`config.mk`:
```
export PLATFORM = sky130hd
export DESIGN_NAME = word_assembler_flat
export DESIGN_NICKNAME = d
export VERILOG_FILES = /design/src/hw/uart_pkg.sv /design/src/hw/loader_ifs.sv /design/src/hw/word_assembler.sv /design/src/flat_wrapper.sv
export SDC_FILE = /design/constraint.sdc
export NUM_CORES = 1
export LEC_CHECK = 0
export BUFFER_PORTS_ARGS = -buffer_cell sky130_fd_sc_hd__buf_2
export CORE_MARGIN = 1
export CORE_UTILIZATION = 30
export DETAILED_ROUTE_END_ITERATION = 7
export SLEW_MARGIN = 20
export SYNTH_ARGS = -nofsm -noshare
export SYNTH_HDL_FRONTEND = slang
export SYNTH_SLANG_ARGS = --single-unit
export TNS_END_PERCENT = 10
```
`constraint.sdc`:
```
create_clock -name dec_CLK -period 2.9 [get_ports dec_CLK]
set_input_delay 0.435 -clock dec_CLK [delete_from_list [all_inputs] [get_ports dec_CLK]]
set_output_delay 0.435 -clock dec_CLK [all_outputs]
set_load 0.05 [all_outputs]
```
`src/hw/uart_pkg.sv`:
```
`default_nettype none

package uart_pkg;

	// data bits per frame, sent lsb first
	localparam int DATA_BITS = 8;

	// bit counter positions after the start bit
	// data bits take 0 .. DATA_BITS-1
	localparam int PAR_IDX  = DATA_BITS;
	localparam int STOP_IDX = DATA_BITS + 1;

	// error kind that travels with each received byte
	typedef enum logic [1:0] {
		ERR_NONE    = 2'd0,
		ERR_PARITY  = 2'd1,
		ERR_FRAMING = 2'd2,
		ERR_OVERRUN = 2'd3
	} rx_err_t;

endpackage

`default_nettype wire

```
`src/hw/loader_ifs.sv`:
```
`timescale 1ns/1ns
`default_nettype none

////////////////////////////////////////
// byte stream, receiver to assembler
////////////////////////////////////////

interface rx_byte_if import uart_pkg::*; ();

	// byte moves when valid and ready are both high
	logic                 valid;
	logic                 ready;
	logic [DATA_BITS-1:0] data;
	// error kind of this byte, byte still transfers
	rx_err_t              err;

	modport source (
		output valid,
		output data,
		output err,
		input  ready
	);

	modport sink (
		input  valid,
		input  data,
		input  err,
		output ready
	);

endinterface

////////////////////////////////////////
// word stream, assembler to loader
////////////////////////////////////////

interface word_if ();

	logic        valid;
	logic        ready;
	logic [31:0] word;
	// stream broke here, word is meaningless
	logic        err;

	modport source (
		output valid,
		output word,
		output err,
		input  ready
	);

	modport sink (
		input  valid,
		input  word,
		input  err,
		output ready
	);

endinterface

`default_nettype wire

```
`src/hw/word_assembler.sv`:
```
`timescale 1ns/1ns
`default_nettype none

module word_assembler import uart_pkg::*; (
	input  logic    dec_CLK,
	input  logic    nrst,
	rx_byte_if.sink byte_bus,
	word_if.source  word_bus
);

	// bytes per 32-bit word
	localparam int LANES = 32 / DATA_BITS;

	logic [2:0]                 lane;
	logic [LANES*DATA_BITS-1:0] acc;
	logic                       byte_xfer;

	// stall bytes only while a finished word waits
	assign byte_bus.ready = !word_bus.valid;
	assign byte_xfer      = byte_bus.valid && byte_bus.ready;
	assign word_bus.word  = acc;

	always_ff @(posedge dec_CLK) begin
		if (nrst) begin
			lane           <= '0;
			word_bus.valid <= 1'b0;
			word_bus.err   <= 1'b0;
		end else begin
			if (word_bus.valid && word_bus.ready) begin
				word_bus.valid <= 1'b0;
			end
			if (byte_xfer) begin
				if (byte_bus.err != ERR_NONE) begin
					// drop the partial word, flag the break
					lane           <= '0;
					word_bus.valid <= 1'b1;
					word_bus.err   <= 1'b1;
				end else if (lane == 3'(LANES - 1)) begin
					lane           <= '0;
					word_bus.valid <= 1'b1;
					word_bus.err   <= 1'b0;
				end else begin
					lane <= lane + 3'd1;
				end
			end
		end
	end

	// first byte lands in the low lane
	always_ff @(posedge dec_CLK) begin
		if (byte_xfer) begin
			acc[lane*DATA_BITS +: DATA_BITS] <= byte_bus.data;
		end
	end

	// lane count never passes the last lane
	a_lane_range: assert property (@(posedge dec_CLK) disable iff (nrst)
		lane <= 3'(LANES - 1));

endmodule

`default_nettype wire

```
`src/flat_wrapper.sv`:
```
// flat-port wrapper written by rule: the top's interface ports become plain ports
module word_assembler_flat import uart_pkg::*;
  (dec_CLK, nrst, byte_bus_valid, byte_bus_data, byte_bus_err, byte_bus_ready, word_bus_valid, word_bus_word, word_bus_err, word_bus_ready);
  rx_byte_if byte_bus_i ();
  word_if word_bus_i ();
  input  logic dec_CLK;
  input  logic nrst;
  input wire logic [$bits(byte_bus_i.valid)-1:0] byte_bus_valid;
  input wire logic [$bits(byte_bus_i.data)-1:0] byte_bus_data;
  input wire logic [$bits(byte_bus_i.err)-1:0] byte_bus_err;
  output wire logic [$bits(byte_bus_i.ready)-1:0] byte_bus_ready;
  output wire logic [$bits(word_bus_i.valid)-1:0] word_bus_valid;
  output wire logic [$bits(word_bus_i.word)-1:0] word_bus_word;
  output wire logic [$bits(word_bus_i.err)-1:0] word_bus_err;
  input wire logic [$bits(word_bus_i.ready)-1:0] word_bus_ready;
  assign byte_bus_i.valid = byte_bus_valid;
  assign byte_bus_i.data = byte_bus_data;
  assign byte_bus_i.err = byte_bus_err;
  assign byte_bus_ready = byte_bus_i.ready;
  assign word_bus_valid = word_bus_i.valid;
  assign word_bus_word = word_bus_i.word;
  assign word_bus_err = word_bus_i.err;
  assign word_bus_i.ready = word_bus_ready;
  word_assembler u_core (.dec_CLK(dec_CLK), .nrst(nrst), .byte_bus(byte_bus_i), .word_bus(word_bus_i));
endmodule
```
==> PnR_summary.wiki <==
{| class="wikitable"
! Metric !! Value
|-
| Outcome || finished clean
|-
| Tcrit/Tclk final || 0.916
|-
| RSZ-0062 raised after global routing || no
|-
| Pwr per Cell Area || 544 nW/um^2
|-
| Clock network latency to the later pin of the worst-skew pair || about 280 ps
|-
| CTS tree || yes
|-
| Leakage || 0.761 nW
|-
| Effective utilization at floorplan || 0.317
|-
| Number of inserted diodes || 0
|-
| Post-detailed-route wirelength per cell || 12.7 um
|-
| Endpoint arrival time on the critical path || 2610 ps
|-
| Total power of the final layout || between 1 and 1.5 mW
|-
| Element type at the critical path start || flop
|-
| Data required time at the worst endpoint || 2850 ps
|-
| Die height || 73.2 um
|-
| Per-cell via count in the routed design || around 4.4
|-
| Final clock skew || 1.82 ps
|-
| CP endpoint kind || flop
|-
| Number of remaining DRC errors || 0
|-
| Worst slew slack as a fraction of its limit || 0.680
|-
| Type of the tightest min-delay check || primary input to flop
|-
| Grt total ovfl || 0
|-
| HPWL after DPL || 2.25 mm
|-
| Switching share of power || 0.250
|-
| Placer Congestion || 0.712
|-
| Worst-case clock buffer depth || 2
|-
| Clock Pin Slew Worst Setup and Hold Paths || 70 ps
|-
| H-tree Lvls || 2
|-
| Number of nets in the layout || roughly 180
|-
| Pint || around 0.79 mW
|-
| Rows || 25
|-
| Horiz. Die Dim || ~73 um
|-
| Timing-limited maximum frequency || 0.377 GHz
|-
| Mapped Area || 1520 sq um
|-
| Total via count after detailed routing || 1,007
|-
| Hold buffer count at CTS || 0
|-
| Worst reg2reg setup slack || 240 ps
|-
| Total Negative Setup Slacks || 0 ps
|-
| Hold path cells || 2
|-
| Number of fill cells || 477
|-
| Remaining antenna violation count || 0
|-
| CTS Buf Count || 5
|-
| Number of I/O port buffers || 48
|-
| Overall track demand over capacity in global routing || 0.117
|-
| Iteration-0 DRC count of the detailed router || between 40 and 50
|-
| Synth top area share || 0.633
|-
| Part of the power in registers || 0.569
|-
| Largest net degree at the start of global routing || 12
|-
| Root cell of the clock tree || sky130_fd_sc_hd__clkbuf_8
|-
| Top cells by area in the synthesized netlist || sky130_fd_sc_hd__edfxtp_1 (63%), sky130_fd_sc_hd__and2_1 (13%), sky130_fd_sc_hd__dfxtp_1 (6.6%)
|-
| VDD IR max || 0.181 mV
|-
| Fraction of layout cells with a size suffix above 1 || 0.348
|-
| Post-CTS Setup Bufs || 0
|-
| Count of final setup violators || 0
|-
| Number of nets produced by synthesis || 128
|-
| Number of gates resized after cts || 0
|-
| Clock period minus worst slack || roughly 2700 ps
|-
| Worst Setup Path Type || flop to flop
|-
| Number of warnings issued by yosys || 0
|-
| Global-route wire length before repair || 4.40 mm
|-
| Synthesized instance count || 108
|-
| Synth area leader || sky130_fd_sc_hd__edfxtp_1
|-
| Measured slew at the worst slew-check pin || 479 ps
|-
| Worst setup path startpoint || u_core.lane[0]
|-
| Highest net fanout along the worst path || 9
|-
| Area of the die || roughly 5400 sq um
|-
| Total clock sinks || 37
|-
| Clock group share of total power || 0.321
|-
| FF-to-FF Start || u_core.lane[0]
|-
| Critical path capture point || u_core.word_bus.word[0]
|-
| Detailed Routing Iterations Pass 1 || 4
|-
| Distinct cell type count after synthesis || 22
|-
| Total core area || between 4000 and 5000 sq um
|-
| Net Switching || between 0.2 and 0.3 mW
|-
| Maxcap violations || 0
|-
| Number of cells on the worst reg-to-reg path || 6
|-
| Average footprint of a synthesized cell || 14.1 sq um
|-
| Number of top-level pins || about 50
|-
| Via count of the first global-routing pass || between 900 and 1,000
|-
| Share of total power in combinational logic || 0.110
|-
| Max-slew violation count || 0
|-
| Sequential element share of the synthesized area || 0.699
|-
| Number of antenna violations at the first check in global routing || 0
|-
| Synth-to-layout area growth || 26.8%
|-
| Capture instance of the worst register-to-register path || u_core.word_bus.word[0]
|-
| Final hold viol count || 0
|-
| Number of storage elements in the synthesis netlist || 37
|-
| Drt total wl || 2.94 mm
|}
## synth_stat cells
cell type / number
sky130_fd_sc_hd__a211o_1: 1
sky130_fd_sc_hd__nor2_1: 3
sky130_fd_sc_hd__nand4_1: 2
sky130_fd_sc_hd__edfxtp_1: 32
sky130_fd_sc_hd__and3_1: 5
sky130_fd_sc_hd__and2_1: 32
sky130_fd_sc_hd__nor2b_1: 1
sky130_fd_sc_hd__o21ai_0: 1
sky130_fd_sc_hd__nand2_1: 4
sky130_fd_sc_hd__o21a_1: 1
sky130_fd_sc_hd__nand2b_1: 1
sky130_fd_sc_hd__a21oi_1: 3
sky130_fd_sc_hd__dfxtp_1: 5
sky130_fd_sc_hd__o211ai_1: 1
sky130_fd_sc_hd__or4_1: 1
sky130_fd_sc_hd__o31ai_1: 1
sky130_fd_sc_hd__or2_1: 1
sky130_fd_sc_hd__nor3_1: 1
sky130_fd_sc_hd__ha_1: 6
sky130_fd_sc_hd__nand2b_2: 1
sky130_fd_sc_hd__inv_1: 4
sky130_fd_sc_hd__nor2_2: 1
## logic make-up (layout without fill, tap and decap cells)
kind of cell	count (synthesis)	count (layout)	synth area share
AND/OR/NAND/NOR	53	53	0.208
flip-flops	37	37	0.699
AO/OA/AOI/OAI	8	8	0.0338
adder cells (fa/ha/maj)	6	6	0.0494
buffers and inverters	4	60	0.00988
## routing by layer
metal / up-vias / wire [um] / track usage
li1: 492 / - / -
met1: 467 / 1290 / 0.137
met2: 42 / 1360 / 0.184
met3: 6 / 217 / 0.0428
met4: 0 / 72 / 0.0675
met5: - / 0 / 0
## power by group through the flow
stage                     sequential [mW]  clock (mW)  combinational (mW)
after floorplan                     0.656           0              0.0318
after global placement              0.608           0               0.115
after detailed placement            0.608           0               0.117
after CTS                           0.597       0.346               0.117
after global routing                0.598       0.368               0.124
final                               0.597       0.336               0.116
## critical path, stage by stage (launching register included)
cell,delay [ps]
sky130_fd_sc_hd__dfxtp_1,500
sky130_fd_sc_hd__inv_1,140
sky130_fd_sc_hd__ha_1,230
sky130_fd_sc_hd__ha_1,340
sky130_fd_sc_hd__or4_1,510
sky130_fd_sc_hd__nor2_2,220
sky130_fd_sc_hd__and3_1,400
## sequential cells by signal, summed over array words and instances (netlist names)
| name | flops |
|---|---|
| u_core.lane | 3 |
| u_core.word_bus.err | 1 |
| u_core.word_bus.valid | 1 |
| u_core.word_bus.word | 32 |
## worst min-delay path by stage
stage                              from                     to
finish                   word_bus_ready  u_core.word_bus.valid
global route             word_bus_ready  u_core.word_bus.valid
CTS                      word_bus_ready  u_core.word_bus.valid
detailed placement  u_core.word_bus.err    u_core.word_bus.err
global placement    u_core.word_bus.err    u_core.word_bus.err
floorplan                u_core.lane[2]         u_core.lane[2]
## area by class of cell
| type | instances | area, sq um | area share |
|---|---|---|---|
| repair buffers | 48 | 240 | 0.125 |
| clock buffers | 6 | 72.6 | 0.0377 |
| clock inverters | 2 | 10.0 | 0.00520 |
| inverters | 4 | 15.0 | 0.00780 |
| well taps | 67 | 83.8 | 0.0435 |
| multi-input cells | 67 | 443 | 0.230 |
| flip-flops and latches | 37 | 1060 | 0.551 |
## placed cells by master (no fill, tap or decap), drive strengths merged, types with 4 or more instances in the layout
master,n
edfxtp,32
buf,48
dfxtp,5
nand2,4
and2,32
clkbuf,6
inv,4
nor2,4
ha,6
and3,5
## per-stage QoR
step	area (sq um)	util	cells	setup WS, ps	hold WS [ps]
after floorplan	1520	-	108	506	457
after global placement	1840	0.385	223	370	466
after detailed placement	1840	0.385	223	243	485
after CTS	1930	0.402	231	231	331
after global routing	1930	0.402	231	27.0	342
final	1930	0.402	231	245	338
Power figures use the tool's default switching activity.
