===== config.mk =====
export PLATFORM = sky130hd
export DESIGN_NAME = uart_frame_rx_flat
export DESIGN_NICKNAME = d
export VERILOG_FILES = /design/src/hw/uart_pkg.sv /design/src/hw/loader_ifs.sv /design/src/hw/uart_frame_rx.sv /design/src/flat_wrapper.sv
export SDC_FILE = /design/constraint.sdc
export NUM_CORES = 1
export LEC_CHECK = 0
export BUFFER_PORTS_ARGS = -buffer_cell sky130_fd_sc_hd__clkbuf_2
export CAP_MARGIN = 20
export CORE_MARGIN = 4
export CORE_UTILIZATION = 55
export CTS_BUF_LIST = sky130_fd_sc_hd__clkbuf_4 sky130_fd_sc_hd__clkbuf_8
export DETAILED_ROUTE_END_ITERATION = 7
export PLACE_DENSITY = 0.81
export SETUP_SLACK_MARGIN = 0.1
export SKIP_LAST_GASP = 1
export SYNTH_ARGS = -nofsm -noshare
export SYNTH_HDL_FRONTEND = slang
export SYNTH_SLANG_ARGS = --single-unit

===== constraint.sdc =====
create_clock -name dec_CLK -period 1.8 [get_ports dec_CLK]
set_input_delay 0.36 -clock dec_CLK [delete_from_list [all_inputs] [get_ports dec_CLK]]
set_output_delay 0.36 -clock dec_CLK [all_outputs]
set_load 0.01 [all_outputs]

===== src/hw/uart_pkg.sv =====
`default_nettype none

package uart_pkg;

	// data bits per frame, sent lsb first
	localparam int DATA_BITS = 8;

	// bit counter positions after the start bit
	// data bits take 0 .. DATA_BITS-1
	localparam int PAR_IDX  = DATA_BITS;
	localparam int STOP_IDX = DATA_BITS + 1;

	// error kind that travels with each received byte
	typedef enum logic [1:0] {
		ERR_NONE    = 2'd0,
		ERR_PARITY  = 2'd1,
		ERR_FRAMING = 2'd2,
		ERR_OVERRUN = 2'd3
	} rx_err_t;

endpackage

`default_nettype wire


===== src/hw/loader_ifs.sv =====
`timescale 1ns/1ns
`default_nettype none

////////////////////////////////////////
// byte stream, receiver to assembler
////////////////////////////////////////

interface rx_byte_if import uart_pkg::*; ();

	// byte moves when valid and ready are both high
	logic                 valid;
	logic                 ready;
	logic [DATA_BITS-1:0] data;
	// error kind of this byte, byte still transfers
	rx_err_t              err;

	modport source (
		output valid,
		output data,
		output err,
		input  ready
	);

	modport sink (
		input  valid,
		input  data,
		input  err,
		output ready
	);

endinterface


`default_nettype wire


===== src/hw/uart_frame_rx.sv =====
`timescale 1ns/1ns
`default_nettype none

module uart_frame_rx import uart_pkg::*; (
	input  logic      dec_CLK,
	input  logic      nrst,
	input  logic      rx,
	rx_byte_if.source byte_bus
);

	// counter reaches the stop bit position
	localparam int CNT_W = $clog2(STOP_IDX + 1);

	logic                 busy;
	logic [CNT_W-1:0]     bit_cnt;
	logic [DATA_BITS-1:0] shift;
	logic                 par_bit;

	////////////////////////////////////////
	// frame sequencing
	////////////////////////////////////////

	always_ff @(posedge dec_CLK) begin
		if (nrst) begin
			busy           <= 1'b0;
			bit_cnt        <= '0;
			byte_bus.valid <= 1'b0;
			byte_bus.err   <= ERR_NONE;
		end else begin
			// held byte leaves on handshake
			if (byte_bus.valid && byte_bus.ready) begin
				byte_bus.valid <= 1'b0;
			end
			if (!busy) begin
				// line low while idle is a start bit
				if (!rx) begin
					busy    <= 1'b1;
					bit_cnt <= '0;
				end
			end else begin
				bit_cnt <= bit_cnt + CNT_W'(1);
				if (bit_cnt == CNT_W'(STOP_IDX)) begin
					busy           <= 1'b0;
					byte_bus.valid <= 1'b1;
					// old byte still unread, new one replaces it
					if (byte_bus.valid && !byte_bus.ready) begin
						byte_bus.err <= ERR_OVERRUN;
					end else if (^{shift, par_bit}) begin
						// even parity over data and parity bit
						byte_bus.err <= ERR_PARITY;
					end else if (!rx) begin
						byte_bus.err <= ERR_FRAMING;
					end else begin
						byte_bus.err <= ERR_NONE;
					end
				end
			end
		end
	end

	// shift register, lsb arrives first
	always_ff @(posedge dec_CLK) begin
		if (busy) begin
			if (bit_cnt < CNT_W'(PAR_IDX)) begin
				shift <= {rx, shift[DATA_BITS-1:1]};
			end
			if (bit_cnt == CNT_W'(PAR_IDX)) begin
				par_bit <= rx;
			end
			if (bit_cnt == CNT_W'(STOP_IDX)) begin
				byte_bus.data <= shift;
			end
		end
	end

	// waiting byte holds until taken, unless an overrun replaces it
	a_byte_hold: assert property (@(posedge dec_CLK) disable iff (nrst)
		byte_bus.valid && !byte_bus.ready |=>
			byte_bus.valid && ($stable(byte_bus.data) || byte_bus.err == ERR_OVERRUN));

endmodule

`default_nettype wire


===== src/flat_wrapper.sv =====
// flat-port wrapper written by rule: the top's interface ports become plain ports
module uart_frame_rx_flat import uart_pkg::*;
  (dec_CLK, nrst, rx, byte_bus_valid, byte_bus_data, byte_bus_err, byte_bus_ready);
  rx_byte_if byte_bus_i ();
  input  logic dec_CLK;
  input  logic nrst;
  input  logic rx;
  output wire logic [$bits(byte_bus_i.valid)-1:0] byte_bus_valid;
  output wire logic [$bits(byte_bus_i.data)-1:0] byte_bus_data;
  output wire logic [$bits(byte_bus_i.err)-1:0] byte_bus_err;
  input wire logic [$bits(byte_bus_i.ready)-1:0] byte_bus_ready;
  assign byte_bus_valid = byte_bus_i.valid;
  assign byte_bus_data = byte_bus_i.data;
  assign byte_bus_err = byte_bus_i.err;
  assign byte_bus_i.ready = byte_bus_ready;
  uart_frame_rx u_core (.dec_CLK(dec_CLK), .nrst(nrst), .rx(rx), .byte_bus(byte_bus_i));
endmodule

==> flow_summary.ini, run 1 <==
[outcome]
run_status = finished, final reports clean

[grt]
globalRouteOverflowTotal = 0
initial_antenna_violation_count = 0
first_global_vias = 588
grt_pass1_wl_um = 2553
grt_max_degree = 16
gr-usage-all-layers_pct = 13.66

[die]
core-area_um2 = 1727
num_rows = 15
io-pin-count = 15
design.die.area_um2 = 2583
dieHeight_um = 50.82
die_width_um = 50.82
start_util_pct = 58.41

[worst_setup_path]
critical_path.startpoint = u_core.bit_cnt[1]$_SDFFE_PP0P_
critPathCaptureType = flip-flop
timing_worst_setup_path_type = reg2reg
critical_path.startpoint_type = flip-flop
rr_startpoint = u_core.bit_cnt[1]$_SDFFE_PP0P_
reg2reg_to = u_core.byte_bus.err[1]$_SDFFE_PP0P_
worstPathArrival_ns = 1.80
worst_setup_path_endpoint = u_core.byte_bus.err[1]$_SDFFE_PP0P_
critical_path_required_ns = 2.03
critical_path.max_fanout = 5
r2r_slack_ns = 0.24
worst-r2r-cell-count = 7

[sta]
post-route-min-period_ns = 1.563
fin_worst_skew_ns = 0.01160
setup_tns_ns = 0
slew_violations = 0
maxClockFrequency_ghz = 0.6397
grt_setup_unrepaired = false
holdWs_ns = 0.2989
portion_of_the_clock_cycle_consumed_by_the_worst_path_in_the_final_layout_pct = 86.84
setup_viol = 0
maxSlewHeadroom_pct = 80.75
worstMarginPinSlew_ns = 0.2882
timing.final.hold_violations = 0

[cts]
tritoncts_clock_tree = yes
htree_num_levels = 1
cts.sinks = 25
clk_root_buffer_cell = sky130_fd_sc_hd__clkbuf_4
clock_insertion_delay_worst_skew_ns = 0.32
cts_inserted_buffers = 3
cts.path.max_buffers = 2
clk_transition_reported_paths_ns = 0.14

[detailed_routing]
highest_layer = met4
post-route-drc-count = 0
drt-vias-per-instance = 5.147
wl_per_cell_um = 13.38
first_pass_iters = 4
total_wirelength_um = 1552
route.antenna.remaining_nets = 0
routed-via-count = 597
detail_route.iter0.violations = 25
routed_length_on_met3_um = 69
routedLengthMet1_um = 673
dr_wl_met2_um = 766

[flow_run]
max_cap_violations = 0

[cells_and_area]
antenna-diode-count = 0
multi_input_area_um2 = 307.8
layout.cells.most_common_list = 17 x sky130_fd_sc_hd__edfxtp_1, 14 x sky130_fd_sc_hd__clkbuf_2, 8 x sky130_fd_sc_hd__dfxtp_1
finalCoreUtilization_pct = 67.54
layout.filler_cells = 143
sequential_cell_area_um2 = 670.6
post_route_cells_drive_above_1_share_pct = 27.47
final_net_count = 99
leading_cell_type_in_the_layout_fill_and_taps_excluded = sky130_fd_sc_hd__edfxtp_1
syn2layout_area_growth_pct = 15.63

[synth]
synthDominantAreaCellType = sky130_fd_sc_hd__edfxtp_1
synthesis.area_per_instance_um2 = 14.20
synthesis.instances = 71
seq_area_frac_synth_pct = 66.50
share_of_flip_flops_with_an_asynchronous_set_or_reset_pct = 0
postSynthRegisterBits = 25
yosys-top-cells-area = sky130_fd_sc_hd__edfxtp_1 51%, sky130_fd_sc_hd__dfxtp_1 16%, sky130_fd_sc_hd__ha_1 3.7%, sky130_fd_sc_hd__xnor2_1 3.5%, sky130_fd_sc_hd__xor3_1 2.4%
ys.warnings.count = 0
netlist.area_leader.share_pct = 50.62
synthesis.area_um2 = 1008
syn_nets = 78
count_of_flip_flops_with_a_built_in_enable_after_synthesis = 17
post_synth_num_cell_types = 25
ys_dominant_reg_cell = sky130_fd_sc_hd__edfxtp_1

[power]
power_leakage_nw = 0.4584
power_density_nw_per_um2 = 831.6
ir_drop_mv = 0.5076
total_power_uw = 969.7

[placement]
detailed_place_hpwl_um = 1146
gp_congestion = 0.7894
count_of_port_buffers_added_during_placement = 14

[min_path]
hold_path_class = in2reg
[cell usage after synthesis, types with 2 or more instances]
| library cell | count |
|---|---|
| sky130_fd_sc_hd__a21oi_1 | 4 |
| sky130_fd_sc_hd__clkbuf_1 | 2 |
| sky130_fd_sc_hd__dfxtp_1 | 8 |
| sky130_fd_sc_hd__edfxtp_1 | 17 |
| sky130_fd_sc_hd__ha_1 | 3 |
| sky130_fd_sc_hd__inv_1 | 6 |
| sky130_fd_sc_hd__mux2i_1 | 2 |
| sky130_fd_sc_hd__nand2_1 | 3 |
| sky130_fd_sc_hd__nor2_1 | 5 |
| sky130_fd_sc_hd__nor2b_1 | 2 |
| sky130_fd_sc_hd__nor3_1 | 2 |
| sky130_fd_sc_hd__xnor2_1 | 4 |
[sequential cells by signal (all words and copies together) (netlist names)]
signal and count:
u_core.byte_bus.data 8, u_core.shift 8, u_core.bit_cnt 4, u_core.byte_bus.err 2, u_core.busy 1, u_core.byte_bus.valid 1
u_core.par_bit 1
[worst max-delay path: stages, from the launching register on]
cell and delay [ns]:
sky130_fd_sc_hd__dfxtp_1 0.39, sky130_fd_sc_hd__inv_1 0.08, sky130_fd_sc_hd__ha_1 0.18, sky130_fd_sc_hd__nand4b_1 0.20
sky130_fd_sc_hd__clkinvlp_4 0.18, sky130_fd_sc_hd__o2111a_1 0.25, sky130_fd_sc_hd__mux2i_1 0.13, sky130_fd_sc_hd__nand2_1 0.07
[final cells by class]
type,instances,share of cell area [%]
timing repair buffer,18,8.584
clock buffer,3,1.931
multi-input combinational,38,26.39
clock inverter,1,0.6438
tap,25,2.682
inverter,6,2.253
sequential,25,57.51
[worst min path at each step]
stage / from / to / slack, ns / cells past startpoint
finish: rx / u_core.shift[7]$_DFFE_PP_ / 0.30 / 1
global route: rx / u_core.shift[7]$_DFFE_PP_ / 0.29 / 1
CTS: rx / u_core.shift[7]$_DFFE_PP_ / 0.30 / 1
detailed placement: u_core.shift[0]$_DFFE_PP_ / u_core.byte_bus.data[0]$_DFFE_PP_ / 0.45 / 0
global placement: u_core.shift[0]$_DFFE_PP_ / u_core.byte_bus.data[0]$_DFFE_PP_ / 0.45 / 0
floorplan: u_core.shift[0]$_DFFE_PP_ / u_core.byte_bus.data[0]$_DFFE_PP_ / 0.43 / 0
[what timing repair did]
action,4_1_cts,5_1_grt
setup buffers,0,2
endpoints found under the setup margin,0,2
resized for setup,0,1
hold buffers,0,0
[per-layer routing]
layer | vias to the layer above | global-route usage [%]
met2 | 17 | 23.48
met4 | 0 | 8.072
met3 | 5 | 2.624
met1 | 283 | 15.79
met5 | - | 0
li1 | 292 | -
[metrics by stage]
stage / worst slack [ns] / std cells / instance area, um2
4_1_cts: 0.1493 / 114 / 1147
2_1_floorplan: 0.3496 / 71 / 1008
3_5_place_dp: 0.1635 / 110 / 1117
5_1_grt: 0.1170 / 116 / 1166
3_3_place_gp: 0.2429 / 110 / 1117
6_report: 0.2369 / 116 / 1166
[power breakdown]
part,switching (mW),internal [mW],total [mW]
sequential,0.0124,0.629,0.641
combinational,0.0358,0.0394,0.0751
clock,0.168,0.0850,0.253
[cell families after synthesis]
logic type                 Yosys count  share of synthesized area (%)
DFF                                 25                          66.50
and+or+nand+nor                     17                          8.933
AOI/OAI and AO/OA                    9                          6.947
buffers and inverters                8                          2.978
xor gates and xnor gates             7                          8.932
adders and majority gates            3                          3.722
muxes                                2                          1.985
No activity file was read; power rests on OpenSTA's default activity.
==> run 2: changes to the inputs <==
Settings changed: CORE_UTILIZATION 55 to 51, PLACE_DENSITY 0.81 to 0.79, REMOVE_ABC_BUFFERS from default to 1.
Clock period 1.8 ns to 1.3 ns, I/O delays scaled along.
==> flow_summary.ini, run 2 (same netlist as run 1, synthesis figures left out) <==
[cts]
tritoncts_clock_tree = yes
cts.sinks = 25
clock_insertion_delay_worst_skew_ns = 0.30
htree_num_levels = 1
cts_inserted_buffers = 3
cts.path.max_buffers = 2
clk_transition_reported_paths_ns = 0.13
clk_root_buffer_cell = sky130_fd_sc_hd__clkbuf_4

[sta]
final.setup.worst_slack_ns = -0.2199
setup_tns_ns = -0.7389
slew_violations = 0
fin_worst_skew_ns = 0.003696
maxClockFrequency_ghz = 0.6579
portion_of_the_clock_cycle_consumed_by_the_worst_path_in_the_final_layout_pct = 116.9
post-route-min-period_ns = 1.520
timing.final.hold_violations = 0
grt_setup_unrepaired = true
worstMarginPinSlew_ns = 0.3340
maxSlewHeadroom_pct = 77.65
setup_viol = 10
holdWs_ns = 0.2154

[power]
portion_of_total_power_attributed_to_the_clock_network_pct = 24.9
ir_drop_mv = 0.6206
power_leakage_nw = 0.5560
comb_pwr_share_pct = 11.2
total_power_mw = 1.391
power_density_nw_per_um2 = 1050
power.net_switching_uw = 291.7
seq_power_share_pct = 63.8
internal-power_mw = 1.100
power.share.switching_pct = 20.97

[cells_and_area]
layout.cells.most_common_list = 17 x sky130_fd_sc_hd__buf_4, 17 x sky130_fd_sc_hd__edfxtp_1, 14 x sky130_fd_sc_hd__clkbuf_2
final_net_count = 114
syn2layout_area_growth_pct = 31.39
largest_registers = u_core.byte_bus.data (8), u_core.shift (8), u_core.bit_cnt (4)
antenna-diode-count = 0
design_area_um2 = 1325
final_cell_count_no_fill = 131
finalCoreUtilization_pct = 73.54
post_route_cells_drive_above_1_share_pct = 46.23

[detailed_routing]
routed-via-count = 678
wl_per_cell_um = 14.95
detail_route.iter0.violations = 10
dr_wl_met2_um = 1083
highest_layer = met4
first_pass_iters = 6
post-route-drc-count = 0
drt-vias-per-instance = 5.176
routed_length_on_met3_um = 64
routedLengthMet1_um = 749
route.antenna.remaining_nets = 0
total_wirelength_um = 1958

[worst_setup_path]
critical_path.cell_chain = xor2_1, xnor3_1, xnor2_1, o221a_2
timing_worst_setup_path_type = reg2reg
worstPathArrival_ns = 1.73
worst_path_largest_cell_delay_ns = 0.45
critical_path_required_ns = 1.51
timing.critical_path.slowest_stage_cell = sky130_fd_sc_hd__xnor3_1
critical_path.max_fanout = 2
critPathCaptureType = flip-flop
critical_path.startpoint_type = flip-flop

[min_path]
hold_path_class = in2reg

[die]
num_rows = 15
core-area_um2 = 1802
io-pin-count = 15
design.die.area_um2 = 2753
dieHeight_um = 52.47
die_width_um = 52.47
start_util_pct = 55.97

[flow_run]
max_cap_violations = 0

[grt]
globalRouteOverflowTotal = 0
gr-usage-all-layers_pct = 15.45
first_global_vias = 694
grt_max_degree = 14
initial_antenna_violation_count = 0
grt_pass1_wl_um = 3036

[outcome]
violations = negative setup slack
run_status = complete, but fails checks

[placement]
placed_area_um2 = 1215
detailed_place_hpwl_um = 1247
gp_congestion = 0.7470
place_ws_ns = -0.2238
count_of_port_buffers_added_during_placement = 14
placedCellCount = 123
-- run 2: changes by cell type in the layout (fill, tap and decap cells not counted), sizes merged --
cell | previous run | this run
inv | 5 | 6
buf | 4 | 19
clkinvlp | 2 | 0
clkbuf | 17 | 18
-- run 2: layer usage --
metal | GRT usage [%] | vias to the layer above
met1 | 15.96 | 335
met3 | 2.564 | 6
met4 | 6.383 | 0
li1 | - | 323
met5 | 0 | -
met2 | 29.96 | 14
-- run 2: final timing paths --
kind,startpoint,end,slack [ns],cells after the start
max,u_core.shift[1]$_DFFE_PP_,u_core.byte_bus.err[0]$_SDFFE_PP0P_,-0.22,4
min reg2reg,u_core.shift[0]$_DFFE_PP_,u_core.byte_bus.data[0]$_DFFE_PP_,0.48,0
max reg2reg,u_core.shift[1]$_DFFE_PP_,u_core.byte_bus.err[0]$_SDFFE_PP0P_,-0.22,4
min,rx,u_core.shift[7]$_DFFE_PP_,0.22,1
-- run 2: power by group through the flow --
stage	Clock, mW	Combinational [mW]	Sequential, mW
2_1_floorplan	0	0.0727	0.903
3_3_place_gp	0	0.132	0.900
3_5_place_dp	0	0.137	0.902
4_1_cts	0.354	0.147	0.886
5_1_grt	0.396	0.167	0.891
6_report	0.347	0.156	0.888
-- run 2: critical path: cells and delay by family, from the launching register on --
family	cells	cell delay [ns]
AO/OA/AOI/OAI	1	0.22
flip-flops	1	0.44
XOR/XNOR	3	0.77
-- run 2: cell type report --
class / count / area [um2]
multi-input cells: 38 / 346.6
well taps: 25 / 31.28
fillers: 128 / 476.7
flip-flops and latches: 25 / 674.4
inverters: 6 / 22.52
clock buffers: 4 / 30.03
repair buffers: 33 / 220.2
-- run 2: repair_timing --
item,4_1_cts,5_1_grt
hold buffers,0,0
buffers inserted,4,1
resized for setup,9,5
endpoints found under the setup margin,11,22
gates cloned,0,0
pin swaps,4,4
==> run 3: changes to the inputs <==
Settings changed: BUFFER_PORTS_ARGS -buffer_cell sky130_fd_sc_hd__clkbuf_2 to -buffer_cell sky130_fd_sc_hd__buf_4.
==> flow_summary.ini, run 3 (same netlist as run 1, synthesis figures left out) <==
[outcome]
run_status = complete, but fails checks
violations = negative setup slack

[worst_setup_path]
worstPathArrival_ns = 1.72
critical_path.startpoint_type = flip-flop
critical_path_required_ns = 1.52
critical_path.cell_chain = xor2_1, xnor3_1, xnor2_1, o221a_2
critical_path.max_fanout = 2
worst_path_dominant_cell_family = XOR/XNOR gates
worst_path_largest_cell_delay_ns = 0.45
critPathCaptureType = flip-flop
timing_worst_setup_path_type = reg2reg
r2r_slack_ns = -0.20
crit_buf_inv = 0
timing.critical_path.slowest_stage_cell = sky130_fd_sc_hd__xnor3_1

[cells_and_area]
multi_input_area_um2 = 337.8
leading_cell_type_in_the_layout_fill_and_taps_excluded = sky130_fd_sc_hd__buf_4
syn2layout_area_growth_pct = 34.00
final_net_count = 114
largest_registers = u_core.byte_bus.data (8), u_core.shift (8), u_core.bit_cnt (4)
sequential_cell_area_um2 = 673.1
design_area_um2 = 1351
layout.filler_cells = 117
post_route_cells_drive_above_1_share_pct = 46.23
antenna-diode-count = 0
final_cell_count_no_fill = 131
layout.cells.most_common_list = 30 x sky130_fd_sc_hd__buf_4, 17 x sky130_fd_sc_hd__edfxtp_1, 6 x sky130_fd_sc_hd__dfxtp_1

[cts]
cts_inserted_buffers = 3
htree_num_levels = 1
clock_insertion_delay_worst_skew_ns = 0.31
cts.sinks = 25
cts_hold_buffers = 0
cts.path.max_buffers = 2
clk_root_buffer_cell = sky130_fd_sc_hd__clkbuf_4
clk_transition_reported_paths_ns = 0.13
tritoncts_clock_tree = yes

[sta]
final.setup.worst_slack_ns = -0.1998
grt_setup_unrepaired = true
fin_worst_skew_ns = 0.004184
slew_violations = 0
timing.final.hold_violations = 0
worstMarginPinSlew_ns = 0.2679
portion_of_the_clock_cycle_consumed_by_the_worst_path_in_the_final_layout_pct = 115.4
maxClockFrequency_ghz = 0.6668
post-route-min-period_ns = 1.500
setup_viol = 8
maxSlewHeadroom_pct = 82.11

[detailed_routing]
post-route-drc-count = 0
wl_per_cell_um = 13.71
first_pass_iters = 2
routed-via-count = 648
drt-vias-per-instance = 4.947
route.antenna.remaining_nets = 0
total_wirelength_um = 1796
detail_route.iter0.violations = 4

[placement]
placed_area_um2 = 1250
gp_congestion = 0.7496
count_of_port_buffers_added_during_placement = 14
placedCellCount = 123
detailed_place_hpwl_um = 1312

[die]
dieHeight_um = 52.47
design.die.area_um2 = 2753
start_util_pct = 55.97
num_rows = 15
core-area_um2 = 1802
die_width_um = 52.47
io-pin-count = 15

[grt]
grt_max_degree = 15
globalRouteOverflowTotal = 0
first_global_vias = 682
gr-usage-all-layers_pct = 14.67
grt_pass1_wl_um = 2898
initial_antenna_violation_count = 0

[power]
ir_drop_mv = 0.5989
power_leakage_nw = 0.5582
power_density_nw_per_um2 = 1017

[flow_run]
max_cap_violations = 0

[min_path]
hold_path_class = in2reg
==> run 3: cell types whose count changed in the layout (fill, tap and decap cells not counted), sizes merged <==
cell	before	now
clkbuf	18	3
clkinv	0	1
buf	19	33
==> run 3: metrics by stage <==
step	power [mW]	utilization, %	setup TNS, ns	setup WS [ns]	hold slack [ns]
finish	1.375	75.00	-0.5237	-0.1998	0.1612
global placement	1.035	69.38	-0.8015	-0.1659	0.4572
CTS	1.371	73.40	-0.4256	-0.2097	0.1535
floorplan	0.9761	-	-0.4381	-0.1535	0.3291
global route	1.426	75.00	-1.288	-0.2670	0.1525
detailed placement	1.041	69.38	-0.9443	-0.2172	0.4591
==> run 3: power breakdown <==
part	internal (mW)	switching (mW)	total [mW]
Combinational	0.0901	0.0643	0.154
Clock	0.115	0.220	0.335
Sequential	0.871	0.0137	0.885
==> run 3: cell type report <==
class,count,share of cell area (%)
flip-flops and latches,25,49.81
multi-input cells,38,25.00
repair buffers,33,19.17
well taps,25,2.315
clock buffers,3,1.667
inverters,6,1.667
clock inverters,1,0.3704
==> run 3: worst register-to-register path, stage by stage (launching register included) <==
cell	delay [ns]
sky130_fd_sc_hd__edfxtp_1	0.44
sky130_fd_sc_hd__xor2_1	0.15
sky130_fd_sc_hd__xnor3_1	0.45
sky130_fd_sc_hd__xnor2_1	0.14
sky130_fd_sc_hd__o221a_2	0.23
==> run 3: repair_timing <==
action,CTS,global route
resized for setup,8,6
buffers inserted,3,2
pin swaps,1,2
endpoints found under the setup margin,11,15
==> run 3: worst paths after layout <==
path	startpoint	to	cells past startpoint
max reg2reg	u_core.shift[4]$_DFFE_PP_	u_core.byte_bus.err[0]$_SDFFE_PP0P_	4
min	rx	u_core.shift[7]$_DFFE_PP_	1
max	u_core.shift[4]$_DFFE_PP_	u_core.byte_bus.err[0]$_SDFFE_PP0P_	4
min reg2reg	u_core.shift[0]$_DFFE_PP_	u_core.byte_bus.data[0]$_DFFE_PP_	0
==> run 3: routing by layer <==
metal,vias up,track usage [%],share of wire (%)
li1,323,-,-
met1,311,14.87,40
met2,10,28.51,55
met3,4,2.564,3.2
met4,0,6.383,1.8
met5,-,0,0
