--- config.mk ---
export PLATFORM = sky130hd
export DESIGN_NAME = load_ctrl_flat
export DESIGN_NICKNAME = d
export VERILOG_FILES = /design/src/hw/loader_pkg.sv /design/src/hw/loader_ifs.sv /design/src/hw/load_ctrl.sv /design/src/flat_wrapper.sv
export SDC_FILE = /design/constraint.sdc
export NUM_CORES = 1
export LEC_CHECK = 0
export CAP_MARGIN = 20
export CORE_UTILIZATION = 54
export DETAILED_ROUTE_END_ITERATION = 16
export DONT_BUFFER_PORTS = 1
export PLACE_DENSITY = 0.75
export SETUP_SLACK_MARGIN = 0.1
export SYNTH_ARGS = -nofsm -noshare
export SYNTH_HDL_FRONTEND = slang
export SYNTH_SLANG_ARGS = --single-unit
--- constraint.sdc ---
create_clock -name dec_CLK -period 2.51 [get_ports dec_CLK]
set_clock_uncertainty 0.05 [all_clocks]
set_input_delay 0.502 -clock dec_CLK [delete_from_list [all_inputs] [get_ports dec_CLK]]
set_output_delay 0.502 -clock dec_CLK [all_outputs]
set_load 0.02 [all_outputs]
--- src/hw/loader_pkg.sv ---
`default_nettype none

package loader_pkg;

	// header field widths
	localparam int TAG_W  = 8;
	localparam int BASE_W = 12;
	localparam int CNT_W  = 12;

	// marks a valid header in the top byte of the first word
	localparam logic [TAG_W-1:0] LOAD_TAG = 8'hA5;

	// header view, tag sits in the top byte
	typedef struct packed {
		logic [TAG_W-1:0]  tag;
		logic [BASE_W-1:0] base;
		logic [CNT_W-1:0]  count;
	} load_hdr_t;

	// one received word, read as a header at the start of a transfer
	// and as plain program data after it
	typedef union packed {
		load_hdr_t   hdr;
		logic [31:0] raw;
	} loader_word_u;

endpackage

`default_nettype wire

--- src/hw/loader_ifs.sv ---
`timescale 1ns/1ns
`default_nettype none


////////////////////////////////////////
// word stream, assembler to loader
////////////////////////////////////////

interface word_if ();

	logic        valid;
	logic        ready;
	logic [31:0] word;
	// stream broke here, word is meaningless
	logic        err;

	modport source (
		output valid,
		output word,
		output err,
		input  ready
	);

	modport sink (
		input  valid,
		input  word,
		input  err,
		output ready
	);

endinterface

`default_nettype wire

--- src/hw/load_ctrl.sv ---
`timescale 1ns/1ns
`default_nettype none

module load_ctrl import loader_pkg::*; #(
	parameter int ADDR_W = 8
) (
	input  logic              dec_CLK,
	input  logic              nrst,
	word_if.sink              word_bus,
	output logic              we,
	output logic [ADDR_W-1:0] waddr,
	output logic [31:0]       wdata,
	output logic              load_done,
	output logic              load_err
);

	// FSM states
	localparam logic [1:0] ST_IDLE = 2'd0;
	localparam logic [1:0] ST_HDR  = 2'd1;
	localparam logic [1:0] ST_LOAD = 2'd2;

	logic [1:0]        state;
	loader_word_u      word_in;
	loader_word_u      hdr_q;
	logic [ADDR_W-1:0] addr;
	logic [CNT_W-1:0]  remaining;
	logic              xfer;

	// memory never stalls, so neither does the loader
	assign word_bus.ready = 1'b1;
	assign word_in.raw    = word_bus.word;
	assign xfer           = word_bus.valid && word_bus.ready;

	////////////////////////////////////////
	// control
	////////////////////////////////////////

	always_ff @(posedge dec_CLK) begin
		if (nrst) begin
			state     <= ST_IDLE;
			we        <= 1'b0;
			load_done <= 1'b0;
			load_err  <= 1'b0;
		end else begin
			we <= 1'b0;
			case (state)
				ST_IDLE: begin
					// any good word here is a header candidate
					if (xfer) begin
						if (word_bus.err) begin
							load_err <= 1'b1;
						end else begin
							load_done <= 1'b0;
							state     <= ST_HDR;
						end
					end
				end
				ST_HDR: begin
					if (hdr_q.hdr.tag != LOAD_TAG) begin
						load_err <= 1'b1;
						state    <= ST_IDLE;
					end else if (hdr_q.hdr.count == '0) begin
						// empty transfer is done at once
						load_done <= 1'b1;
						state     <= ST_IDLE;
					end else begin
						state <= ST_LOAD;
					end
				end
				ST_LOAD: begin
					if (xfer) begin
						if (word_bus.err) begin
							// abort, nothing more written until a good header
							load_err <= 1'b1;
							state    <= ST_IDLE;
						end else begin
							we <= 1'b1;
							if (remaining == CNT_W'(1)) begin
								load_done <= 1'b1;
								state     <= ST_IDLE;
							end
						end
					end
				end
				default: begin
					state <= ST_IDLE;
				end
			endcase
		end
	end

	////////////////////////////////////////
	// header capture, address and count
	////////////////////////////////////////

	always_ff @(posedge dec_CLK) begin
		if (state == ST_IDLE && xfer) begin
			hdr_q <= word_in;
		end
		if (state == ST_HDR) begin
			addr      <= ADDR_W'(hdr_q.hdr.base);
			remaining <= hdr_q.hdr.count;
		end
		// data word goes out one cycle after it arrives
		if (state == ST_LOAD && xfer && !word_bus.err) begin
			waddr     <= addr;
			wdata     <= word_in.raw;
			addr      <= addr + ADDR_W'(1);
			remaining <= remaining - CNT_W'(1);
		end
	end

	// a write strobe only follows a loading cycle with words still to go
	a_we_load: assert property (@(posedge dec_CLK) disable iff (nrst)
		we |-> $past(state == ST_LOAD && remaining != '0));

endmodule

`default_nettype wire

--- src/flat_wrapper.sv ---
// flat-port wrapper written by rule: the top's interface ports become plain ports
module load_ctrl_flat import loader_pkg::*;
#(
	parameter int ADDR_W = 8
)
  (dec_CLK, nrst, we, waddr, wdata, load_done, load_err, word_bus_valid, word_bus_word, word_bus_err, word_bus_ready);
  word_if word_bus_i ();
  input  logic dec_CLK;
  input  logic nrst;
  output logic we;
  output logic [ADDR_W-1:0] waddr;
  output logic [31:0] wdata;
  output logic load_done;
  output logic load_err;
  input wire logic [$bits(word_bus_i.valid)-1:0] word_bus_valid;
  input wire logic [$bits(word_bus_i.word)-1:0] word_bus_word;
  input wire logic [$bits(word_bus_i.err)-1:0] word_bus_err;
  output wire logic [$bits(word_bus_i.ready)-1:0] word_bus_ready;
  assign word_bus_i.valid = word_bus_valid;
  assign word_bus_i.word = word_bus_word;
  assign word_bus_i.err = word_bus_err;
  assign word_bus_ready = word_bus_i.ready;
  load_ctrl #(.ADDR_W(ADDR_W)) u_core (.dec_CLK(dec_CLK), .nrst(nrst), .word_bus(word_bus_i), .we(we), .waddr(waddr), .wdata(wdata), .load_done(load_done), .load_err(load_err));
endmodule
==> summary.md, run 1 <==
| Metric | Value |
|---|---|
| Min Tclk post-route | `approximately 2.2 ns` |
| Final cell count without fillers | `between 300 and 400` |
| Setup repair bufs after CTS | `0` |
| Total power | `3.04 mW` |
| IO Pins | `80` |
| Global Route Usage Sum | `about 17%` |
| Mapped Area | `3540 sq um` |
| Period utilization | `between 80 and 90%` |
| FMAX | `between 400 and 500 MHz` |
| First-pass GRT wire length | `around 8.6 mm` |
| # hold bufs at CTS | `0` |
| Avg Cell Area, Syn | `about 16 sq um` |
| Yosys reg bits | `93` |
| Synth Warn # | `0` |
| Seq/Total Area, Yosys | `77.4%` |
| Final setup viols | `0` |
| CTS buffer count | `9` |
| Starting density of the core | `between 50% and 60%` |
| First-pass DRT Iterations | `4` |
| Hold_ws | `between 0.15 and 0.2 ns` |
| # fillers | `between 400 and 500` |
| Nets | `279` |
| Drt total wl | `between 5 and 6 mm` |
| Crit path kind | `reg2reg` |
| Post-route ant nets | `0` |
| Met3 GRT Util | `6.46%` |
| # diodes | `0` |
| Post_cts resized | `0` |
| Placed wire-length estimate | `3.58 mm` |
| Final Hold Vio Count | `0` |
| Peak VDD IR | `0.508 mV` |
| Area Overhead vs Synth | `9.25%` |
| Power Dens Cells | `slightly below 800 nW/um^2` |
| CTS Sinks | `93` |
| Count of cell types in the netlist | `33` |
| DIE WIDTH | `roughly 83 um` |
| Max-Slew Margin vs Limit | `about three fifths` |
| CP Capture Type | `flop` |
| GRT busiest layer | `met2` |
| Total die area | `around 6900 sq um` |
| RSZ-0062 raised after global routing | `false` |
| Vias in the first global route | `between 1500 and 2000` |
| I/O Buffers | `0` |
| Die Y-Extent | `about 83 um` |
| Worst slew pin tran | `0.577 ns` |
| Syn Inst Count | `approximately 230` |
| Syn Nets | `roughly 270` |
| Most frequent cells in the layout | `88 x edfxtp_1, 27 x nand2_1, 18 x o21ai_0, 9 x nor2_1, 9 x clkbuf_8` |
| Via count | `approximately 1800` |
| Longest Clk Path Bufs | `2` |
| Core Region | `about 6300 sq um` |
| CTS tree | `yes` |
| Worst-path clk slew | `about 0.09 ns` |
| FF-to-FF setup slack | `0.35 ns` |
| Final Max Slew Viols | `0` |
| Rows | `29` |
| Iteration-0 DRC Markers | `143` |
| CP Max Fanout | `5` |
| Share of layout cells above drive strength 1 | `roughly 10%` |
| H-Tree Level Count | `3` |
| Setup TNS | `0 ns` |
| Data required time at the worst endpoint | `about 2.6 ns` |
| Met1 Use GR | `between 20% and 30%` |
| Met2 GRT Util | `~25%` |
| Root Buffer | `clkbuf_8` |
| Initial antenna violation count | `0` |
| Cell count after placement | `around 300` |
| Type of origin of the critical path | `flop` |
| CP Data Arrival Time | `between 2 and 2.5 ns` |
| Clock latency at the later pin of the worst-skew pair | `~0.34 ns` |
| Largest net degree at the start of global routing | `38` |
| Placer congestion estimate | `~0.83` |
| Grt ovf | `0` |
| DRC viols | `0` |
| Commonest non-fill, non-tap cell in the layout | `edfxtp_1` |
| Status | `finished, final reports clean` |
| Leak | `about 1.3 nW` |
| Routed WL per cell | `around 17 um` |
| Path type of the worst min-delay path | `in2reg` |
| Max-cap violations | `0` |
| Vias per cell | `between 5 and 6` |
[Yosys cell counts (all sizes together)]
master | count | area (sq um)
dfxtp | 5 | 100
a41o | 1 | 10.0
buf | 1 | 7.51
nor4bb | 2 | 20.0
conb | 1 | 3.75
and3 | 2 | 12.5
inv | 8 | 30.0
mux2i | 2 | 20.0
nor2 | 9 | 33.8
clkbuf | 4 | 15.0
nand2 | 27 | 101
a21oi | 3 | 15.0
nand4b | 1 | 8.76
nor4b | 1 | 8.76
or3b | 1 | 8.76
nor4 | 3 | 18.8
xnor2 | 8 | 70.1
ha | 8 | 100
and2 | 1 | 6.26
nor2b | 1 | 6.26
or4 | 2 | 22.5
a31oi | 3 | 18.8
nand2b | 3 | 18.8
o22ai | 2 | 12.5
nor3b | 1 | 7.51
o31ai | 1 | 7.51
xor2 | 6 | 52.6
edfxtp | 88 | 2640
o21ai | 19 | 98.9
nor3 | 4 | 31.3
nand3 | 7 | 35.0
[flip-flops by register name (all words and copies together) (netlist names)]
| signal | cells |
|---|---|
| u_core.wdata | 32 |
| u_core.waddr | 8 |
| u_core.state | 2 |
| u_core.load_done | 1 |
| u_core.addr | 8 |
| u_core.load_err | 1 |
| u_core.we | 1 |
| u_core.hdr_q | 28 |
| u_core.remaining | 12 |
[critical path, stage by stage (launching register included)]
cell and delay (ns):
edfxtp_1 0.46, or4_4 0.60, or4_4 0.46, nor3_4 0.13
xnor2_1 0.15, o21ai_2 0.06
[logic make-up (layout without fill, tap and decap cells)]
logic type	after synthesis	in the layout	share of synthesized area, %
simple gates	65	65	9.60
mux	2	2	0.565
buf+inv	13	27	1.48
compound gates	29	29	4.59
other cells	1	1	0.106
flops	93	93	77.4
fa+ha+maj	8	8	2.82
xor+xnor	14	14	3.46
[final cells by class]
type | instances | area, sq um | share of cell area (%)
clock buffers | 10 | 128 | 3.30
flip-flops and latches | 93 | 2740 | 70.8
multi-input cells | 119 | 749 | 19.4
clock inverters | 5 | 83.8 | 2.16
well taps | 77 | 96.3 | 2.49
repair buffers | 4 | 42.5 | 1.10
inverters | 8 | 30.0 | 0.775
[worst paths after layout]
path | to | cells past startpoint | start
setup / recovery | u_core.remaining[9] | 5 | u_core.remaining[0]
hold / removal | u_core.state[1] | 1 | nrst
setup reg to reg | u_core.remaining[9] | 5 | u_core.remaining[0]
hold reg to reg | u_core.waddr[7] | 0 | u_core.addr[7]
[stage by stage]
step | setup slack (ns) | util [%] | area, sq um
6_report | 0.354 | 61.0 | 3870
3_3_place_gp | 0.418 | 57.7 | 3660
4_1_cts | 0.356 | 61.0 | 3870
5_1_grt | 0.277 | 61.0 | 3870
3_5_place_dp | 0.365 | 57.7 | 3660
2_1_floorplan | 0.244 | - | 3540
[layer usage]
metal	part of all wire [%]	wire length, um
met5	0	0
met4	2.1	112
met3	6.1	327
met1	45	2410
met2	47	2480
[power breakdown]
group	internal, mW	total [mW]	switching [mW]
Sequential	1.79	1.85	0.0539
Clock	0.559	1.05	0.493
Combinational	0.0573	0.145	0.0873
Power figures use the tool's default switching activity.
==> inputs of run 2 (changes only) <==
Settings changed: CELL_PAD_IN_SITES_DETAIL_PLACEMENT set to 0, CELL_PAD_IN_SITES_GLOBAL_PLACEMENT set to 1, CORE_UTILIZATION 54 to 51, PLACE_DENSITY 0.75 to 0.84.
==> summary.md, run 2 (synthesis results as in run 1) <==
| Metric | Value |
|---|---|
| Placed cell area | `3670 sq um (+0.17%)` |
| Placed wire-length estimate | `3.69 mm (+3.1%)` |
| Path type of the worst min-delay path | `in2reg` |
| Delay-heaviest family, CP | `simple AND/OR/NAND/NOR gates` |
| Drt total wl | `5.42 mm (+1.8%)` |
| CP Capture Type | `flop` |
| DIE WIDTH | `85.4 um (+2.8%)` |
| Final Max Slew Viols | `0 (unchanged)` |
| CP Data Arrival Time | `2.20 ns (about the same)` |
| Iteration-0 DRC Markers | `82 (-43%)` |
| Initial antenna violation count | `0 (unchanged)` |
| Post-route cell area | `3840 sq um (-0.71%)` |
| Worst-path cell chain | `or4_4 > or4_4 > nor3_4 > xnor2_1 > o21ai_2` |
| # hold bufs at CTS | `0 (unchanged)` |
| Most frequent cells in the layout | `88 x edfxtp_1, 27 x nand2_1, 18 x o21ai_0, 9 x nor2_1, 9 x clkbuf_8` |
| Gate power share | `5.0% (+0.2 points)` |
| Peak VDD IR | `0.425 mV (-16%)` |
| Total die area | `7290 sq um (+5.7%)` |
| Die Y-Extent | `85.4 um (+2.8%)` |
| Status | `finished, final reports clean` |
| # diodes | `0 (unchanged)` |
| Data required time at the worst endpoint | `2.57 ns (+0.02 ns)` |
| H-Tree Level Count | `3 (unchanged)` |
| Type of origin of the critical path | `flop` |
| Setup TNS | `0 ns (unchanged)` |
| Psw | `674 uW (+6.4%)` |
| Worst slew pin tran | `0.513 ns (-0.0635 ns)` |
| Total power | `2.90 mW (-4.8%)` |
| Worst Path Buf+Inv | `0 (unchanged)` |
| Longest Clk Path Bufs | `2 (unchanged)` |
| Global Route Usage Sum | `15.9% (-0.58 points)` |
| Routed WL per cell | `16.8 um (-0.13%)` |
| Setup repair bufs after CTS | `0 (unchanged)` |
| Final setup viols | `0 (unchanged)` |
| CTS tree | `yes` |
| Max reg flops | `32 (unchanged)` |
| Max-Slew Margin vs Limit | `65.7% (+4.2 points)` |
| Root Buffer | `clkbuf_8` |
| Commonest non-fill, non-tap cell in the layout | `edfxtp_1` |
| I/O Buffers | `0 (unchanged)` |
| Slowest-stage cell, CP | `or4_4` |
| Grt ovf | `0 (unchanged)` |
| First-pass GRT wire length | `8.36 mm (-2.4%)` |
| Post-route ant nets | `0 (unchanged)` |
| Vias per cell | `5.54 (-1.1%)` |
| Rows | `30 (+3.4%)` |
| CTS Sinks | `93 (unchanged)` |
| Final cell count without fillers | `322 (+1.9%)` |
| Crit-path max cell delay | `0.59 ns (about the same)` |
| Core Region | `6760 sq um (+6.4%)` |
| Area Overhead vs Synth | `8.47%` |
| Power Dens Cells | `753 nW/um^2 (-4.1%)` |
| Vias in the first global route | `1752 (-1.1%)` |
| Post_cts resized | `0 (unchanged)` |
| Via count | `1783 (+0.79%)` |
| Placer congestion estimate | `0.803 (-3.1%)` |
| Leak | `1.30 nW (-0.54%)` |
| Final Hold Vio Count | `0 (unchanged)` |
| Cell count after placement | `306 (+1.7%)` |
| Min Tclk post-route | `2.14 ns (-0.0151 ns)` |
| Nets | `281 (+0.72%)` |
| CTS buffer count | `9 (unchanged)` |
| Largest net degree at the start of global routing | `29 (-24%)` |
| Switching Share | `23.3% (+2.4 points)` |
| RSZ-0062 raised after global routing | `false` |
| Largest register by flop count | `u_core.wdata` |
| Starting density of the core | `52.5% (-3.4 points)` |
| Int Pwr | `2.22 mW (-7.8%)` |
| IO Pins | `80 (unchanged)` |
| Largest registers | `u_core.wdata (32), u_core.hdr_q (28), u_core.remaining (12)` |
| Crit path kind | `reg2reg` |
| Sequential share of power | `63.7% (+3.0 points)` |
| Max-cap violations | `0 (unchanged)` |
| FMAX | `467 MHz (+0.70%)` |
| DRC viols | `0 (unchanged)` |
| Share of layout cells above drive strength 1 | `10.7% (+0.70 points)` |
| Period utilization | `85.3% (-0.60 points)` |
| First-pass DRT Iterations | `4 (unchanged)` |
| Hold_ws | `0.157 ns (-0.00814 ns)` |
| # fillers | `540 (+23%)` |
| CP dominant cell by count | `or4_4` |
| Clock power frac | `31.2% (-3.4 points)` |
| Clock latency at the later pin of the worst-skew pair | `0.35 ns (about the same)` |
| CP Max Fanout | `5 (unchanged)` |
| Worst-path clk slew | `0.09 ns (about the same)` |
run 2: worst register-to-register path: stages (launching register included):
cell and delay (ns):
edfxtp_1 0.46, or4_4 0.59, or4_4 0.46, nor3_4 0.13, xnor2_1 0.15, o21ai_2 0.06
run 2: stage by stage:
| step | setup WS (ns) | util [%] |
|---|---|---|
| floorplan | 0.244 | - |
| global placement | 0.426 | 54.3 |
| detailed placement | 0.369 | 54.3 |
| CTS | 0.360 | 56.9 |
| global route | 0.248 | 56.9 |
| finish | 0.369 | 56.9 |
run 2: layout make-up:
cell class / instances / area (sq um) / area share, %
clock buffers: 9 / 124 / 3.22
clock inverters: 7 / 53.8 / 1.40
inverters: 8 / 30.0 / 0.781
multi-input cells: 119 / 749 / 19.5
flip-flops and latches: 93 / 2740 / 71.3
well taps: 80 / 100 / 2.60
repair buffers: 6 / 45.0 / 1.17
run 2: worst paths after layout:
check                       from             endpoint  slack (ns)  cells past startpoint
max reg2reg  u_core.remaining[0]  u_core.remaining[9]        0.37                      5
max          u_core.remaining[0]  u_core.remaining[9]        0.37                      5
min                         nrst      u_core.state[1]        0.16                      1
min reg2reg       u_core.addr[7]      u_core.waddr[7]        0.43                      0
run 2: power by group through the flow:
stage	Sequential, mW	Clock (mW)	Combinational, mW
after CTS	1.85	0.930	0.149
after global placement	1.88	0	0.144
after global routing	1.86	0.983	0.166
after detailed placement	1.88	0	0.147
after floorplan	1.87	0	0.112
final	1.85	0.904	0.146
run 2: per-layer routing:
metal  up-vias  wire length [um]  track usage (%)
met1       833              2440             20.7
met3        10               467             6.71
li1        855                 -                -
met4         0               116             8.18
met2        85              2390             23.1
met5         -                 0                0
==> inputs of run 3 (changes only) <==
Settings changed: CORE_UTILIZATION 51 to 53, CTS_BUF_LIST set to sky130_fd_sc_hd__clkbuf_4, PLACE_DENSITY 0.84 to 0.86.
==> summary.md, run 3 (synthesis results as in run 1) <==
| Metric | Value |
|---|---|
| Rows | `29 (-3.3%)` |
| Final Hold Vio Count | `0 (unchanged)` |
| Min Tclk post-route | `2.19 ns (+0.0447 ns)` |
| Storage cell area | `2740 sq um (unchanged)` |
| Final setup viols | `0 (unchanged)` |
| Commonest non-fill, non-tap cell in the layout | `edfxtp_1` |
| Crit path kind | `reg2reg` |
| Max reg flops | `32 (unchanged)` |
| Worst-path cell chain | `or4_4 > or4_4 > nor3_4 > xnor2_1 > o21ai_2` |
| Cell count after placement | `302 (-1.3%)` |
| Data required time at the worst endpoint | `2.67 ns (+0.10 ns)` |
| Delay-heaviest family, CP | `simple AND/OR/NAND/NOR gates` |
| FF-to-FF Start | `u_core.remaining[0]` |
| RSZ-0062 raised after global routing | `false` |
| Starting density of the core | `55.5% (+3.0 points)` |
| WL met1 | `2.42 mm (-1.0%)` |
| First-pass GRT wire length | `8.80 mm (+5.4%)` |
| Power Dens Cells | `730 nW/um^2 (-3.0%)` |
| Most frequent cells in the layout | `88 x edfxtp_1, 27 x nand2_1, 18 x o21ai_0, 9 x nor2_1, 9 x clkbuf_4` |
| Worst Path Buf+Inv | `0 (unchanged)` |
| Hold_sp | `nrst` |
| Sequential share of power | `66.6% (+2.9 points)` |
| Final Util | `59.5% (+2.6 points)` |
| CP Max Fanout | `5 (unchanged)` |
| Max-cap violations | `0 (unchanged)` |
| Worst-path clk slew | `0.16 ns (+0.07 ns)` |
| Path type of the worst min-delay path | `in2reg` |
| Die Y-Extent | `83.8 um (-1.9%)` |
| Grt ovf | `0 (unchanged)` |
| Total power | `2.77 mW (-4.2%)` |
| FMAX | `457 MHz (-2.0%)` |
| IO Pins | `80 (unchanged)` |
| Routed WL per cell | `17.6 um (+4.6%)` |
| Type of origin of the critical path | `flop` |
| Status | `finished, final reports clean` |
| Total die area | `7020 sq um (-3.7%)` |
| CTS Sinks | `93 (unchanged)` |
| Cells on Worst Hold Path | `1 (unchanged)` |
| Leak | `1.29 nW (-1.4%)` |
| Area occupied by multi-input gates | `749 sq um (unchanged)` |
| Final Max Slew Viols | `0 (unchanged)` |
| Reg2Reg Depth | `5 (unchanged)` |
| CP Capture Type | `flop` |
| DR WL met3 | `370 um (-21%)` |
| Via count | `1818 (+2.0%)` |
| CP Data Arrival Time | `2.34 ns (+0.14 ns)` |
| Hold endpoint | `u_core.state[1]` |
| CP dominant cell by count | `or4_4` |
| First-pass DRT Iterations | `4 (unchanged)` |
| Clock power frac | `28.1% (-3.1 points)` |
| Metal2 WL | `2.70 mm (+13%)` |
| Int Pwr | `2.09 mW (-6.1%)` |
| Share of layout cells above drive strength 1 | `10.8% (+0.045 points)` |
| Post-route ant nets | `0 (unchanged)` |
| Placer congestion estimate | `0.883 (+9.9%)` |
| # diodes | `0 (unchanged)` |
| Iteration-0 DRC Markers | `98 (+20%)` |
| Post_cts resized | `0 (unchanged)` |
| Post-Place Setup Slack | `0.368 ns (-0.00161 ns)` |
| Setup TNS | `0 ns (unchanged)` |
| DR top layer | `met4` |
| Final cell count without fillers | `318 (-1.2%)` |
| Psw | `688 uW (+2.0%)` |
| Slowest-stage cell, CP | `or4_4` |
| Core Region | `6390 sq um (-5.5%)` |
| Crit-path max cell delay | `0.59 ns (about the same)` |
| I/O Buffers | `0 (unchanged)` |
| Root Buffer | `clkbuf_4` |
| CTS tree | `yes` |
| Worst slew pin tran | `0.570 ns (+0.0568 ns)` |
| Placed wire-length estimate | `3.83 mm (+3.8%)` |
| CTS buffer count | `9 (unchanged)` |
| Largest register by flop count | `u_core.wdata` |
| Max-Slew Margin vs Limit | `61.5% (-4.2 points)` |
| Largest registers | `u_core.wdata (32), u_core.hdr_q (28), u_core.remaining (12)` |
| Peak VDD IR | `0.457 mV (+7.5%)` |
| DIE WIDTH | `83.8 um (-1.9%)` |
| Period utilization | `87.1% (+1.8 points)` |
| Drt total wl | `5.60 mm (+3.3%)` |
| DRC viols | `0 (unchanged)` |
| FF-to-FF setup slack | `0.32 ns (-0.04 ns)` |
| # fillers | `493 (-8.7%)` |
| Clock latency at the later pin of the worst-skew pair | `0.45 ns (+0.10 ns)` |
| Gate power share | `5.3% (+0.3 points)` |
| H-Tree Level Count | `3 (unchanged)` |
| Vias in the first global route | `1800 (+2.7%)` |
| Reg2reg end | `u_core.remaining[9]` |
| Area Overhead vs Synth | `7.13%` |
| Switching Share | `24.8% (+1.5 points)` |
| Global Route Usage Sum | `17.0% (+1.0 points)` |
| # hold bufs at CTS | `0 (unchanged)` |
| Nets | `280 (-0.36%)` |
| Longest Clk Path Bufs | `2 (unchanged)` |
| Largest net degree at the start of global routing | `46 (+59%)` |
| Initial antenna violation count | `0 (unchanged)` |
| Setup repair bufs after CTS | `0 (unchanged)` |
| Vias per cell | `5.72 (+3.2%)` |
| Final worst setup slack | `0.324 ns (-0.0447 ns)` |
## run 3: how the worst max path moves through the flow
stage / startpoint / to / cells past startpoint / slack [ns]
final: u_core.remaining[0] / u_core.remaining[9] / 5 / 0.32
after floorplan: word_bus_valid / u_core.remaining[3] / 5 / 0.24
after global routing: u_core.remaining[0] / u_core.remaining[9] / 5 / 0.22
after detailed placement: u_core.remaining[0] / u_core.remaining[9] / 5 / 0.37
after CTS: u_core.remaining[0] / u_core.remaining[9] / 5 / 0.32
after global placement: u_core.remaining[0] / u_core.remaining[9] / 5 / 0.43
## run 3: area by class of cell
cell class                 count  area share (%)
clock buffer                   9            1.78
clock inverter                 7            1.94
inverter                       8           0.791
tap                           77            2.54
timing repair buffer           5           0.988
sequential                    93            72.2
multi-input combinational    119            19.7
## run 3: metrics by stage
stage / hold slack, ns / instance area (sq um)
floorplan: 0.398 / 3540
global placement: 0.407 / 3660
detailed placement: 0.406 / 3660
CTS: 0.0303 / 3800
global route: 0.0127 / 3800
finish: 0.0482 / 3800
## run 3: layer usage
metal | vias up | GRT usage [%]
met3 | 9 | 6.73
li1 | 860 | -
met1 | 876 | 21.2
met5 | - | 0
met2 | 73 | 25.8
met4 | 0 | 8.32
## run 3: power groups by stage
stage | clock [mW] | combinational, mW | sequential (mW)
2_1_floorplan | 0 | 0.112 | 1.87
3_3_place_gp | 0 | 0.143 | 1.88
3_5_place_dp | 0 | 0.145 | 1.88
4_1_cts | 0.798 | 0.147 | 1.85
5_1_grt | 0.852 | 0.167 | 1.86
6_report | 0.779 | 0.146 | 1.85
## run 3: worst reg2reg max path: stages (launching register included)
cell and delay (ns):
edfxtp_1 0.50, or4_4 0.59, or4_4 0.46, nor3_4 0.13, xnor2_1 0.16, o21ai_2 0.06
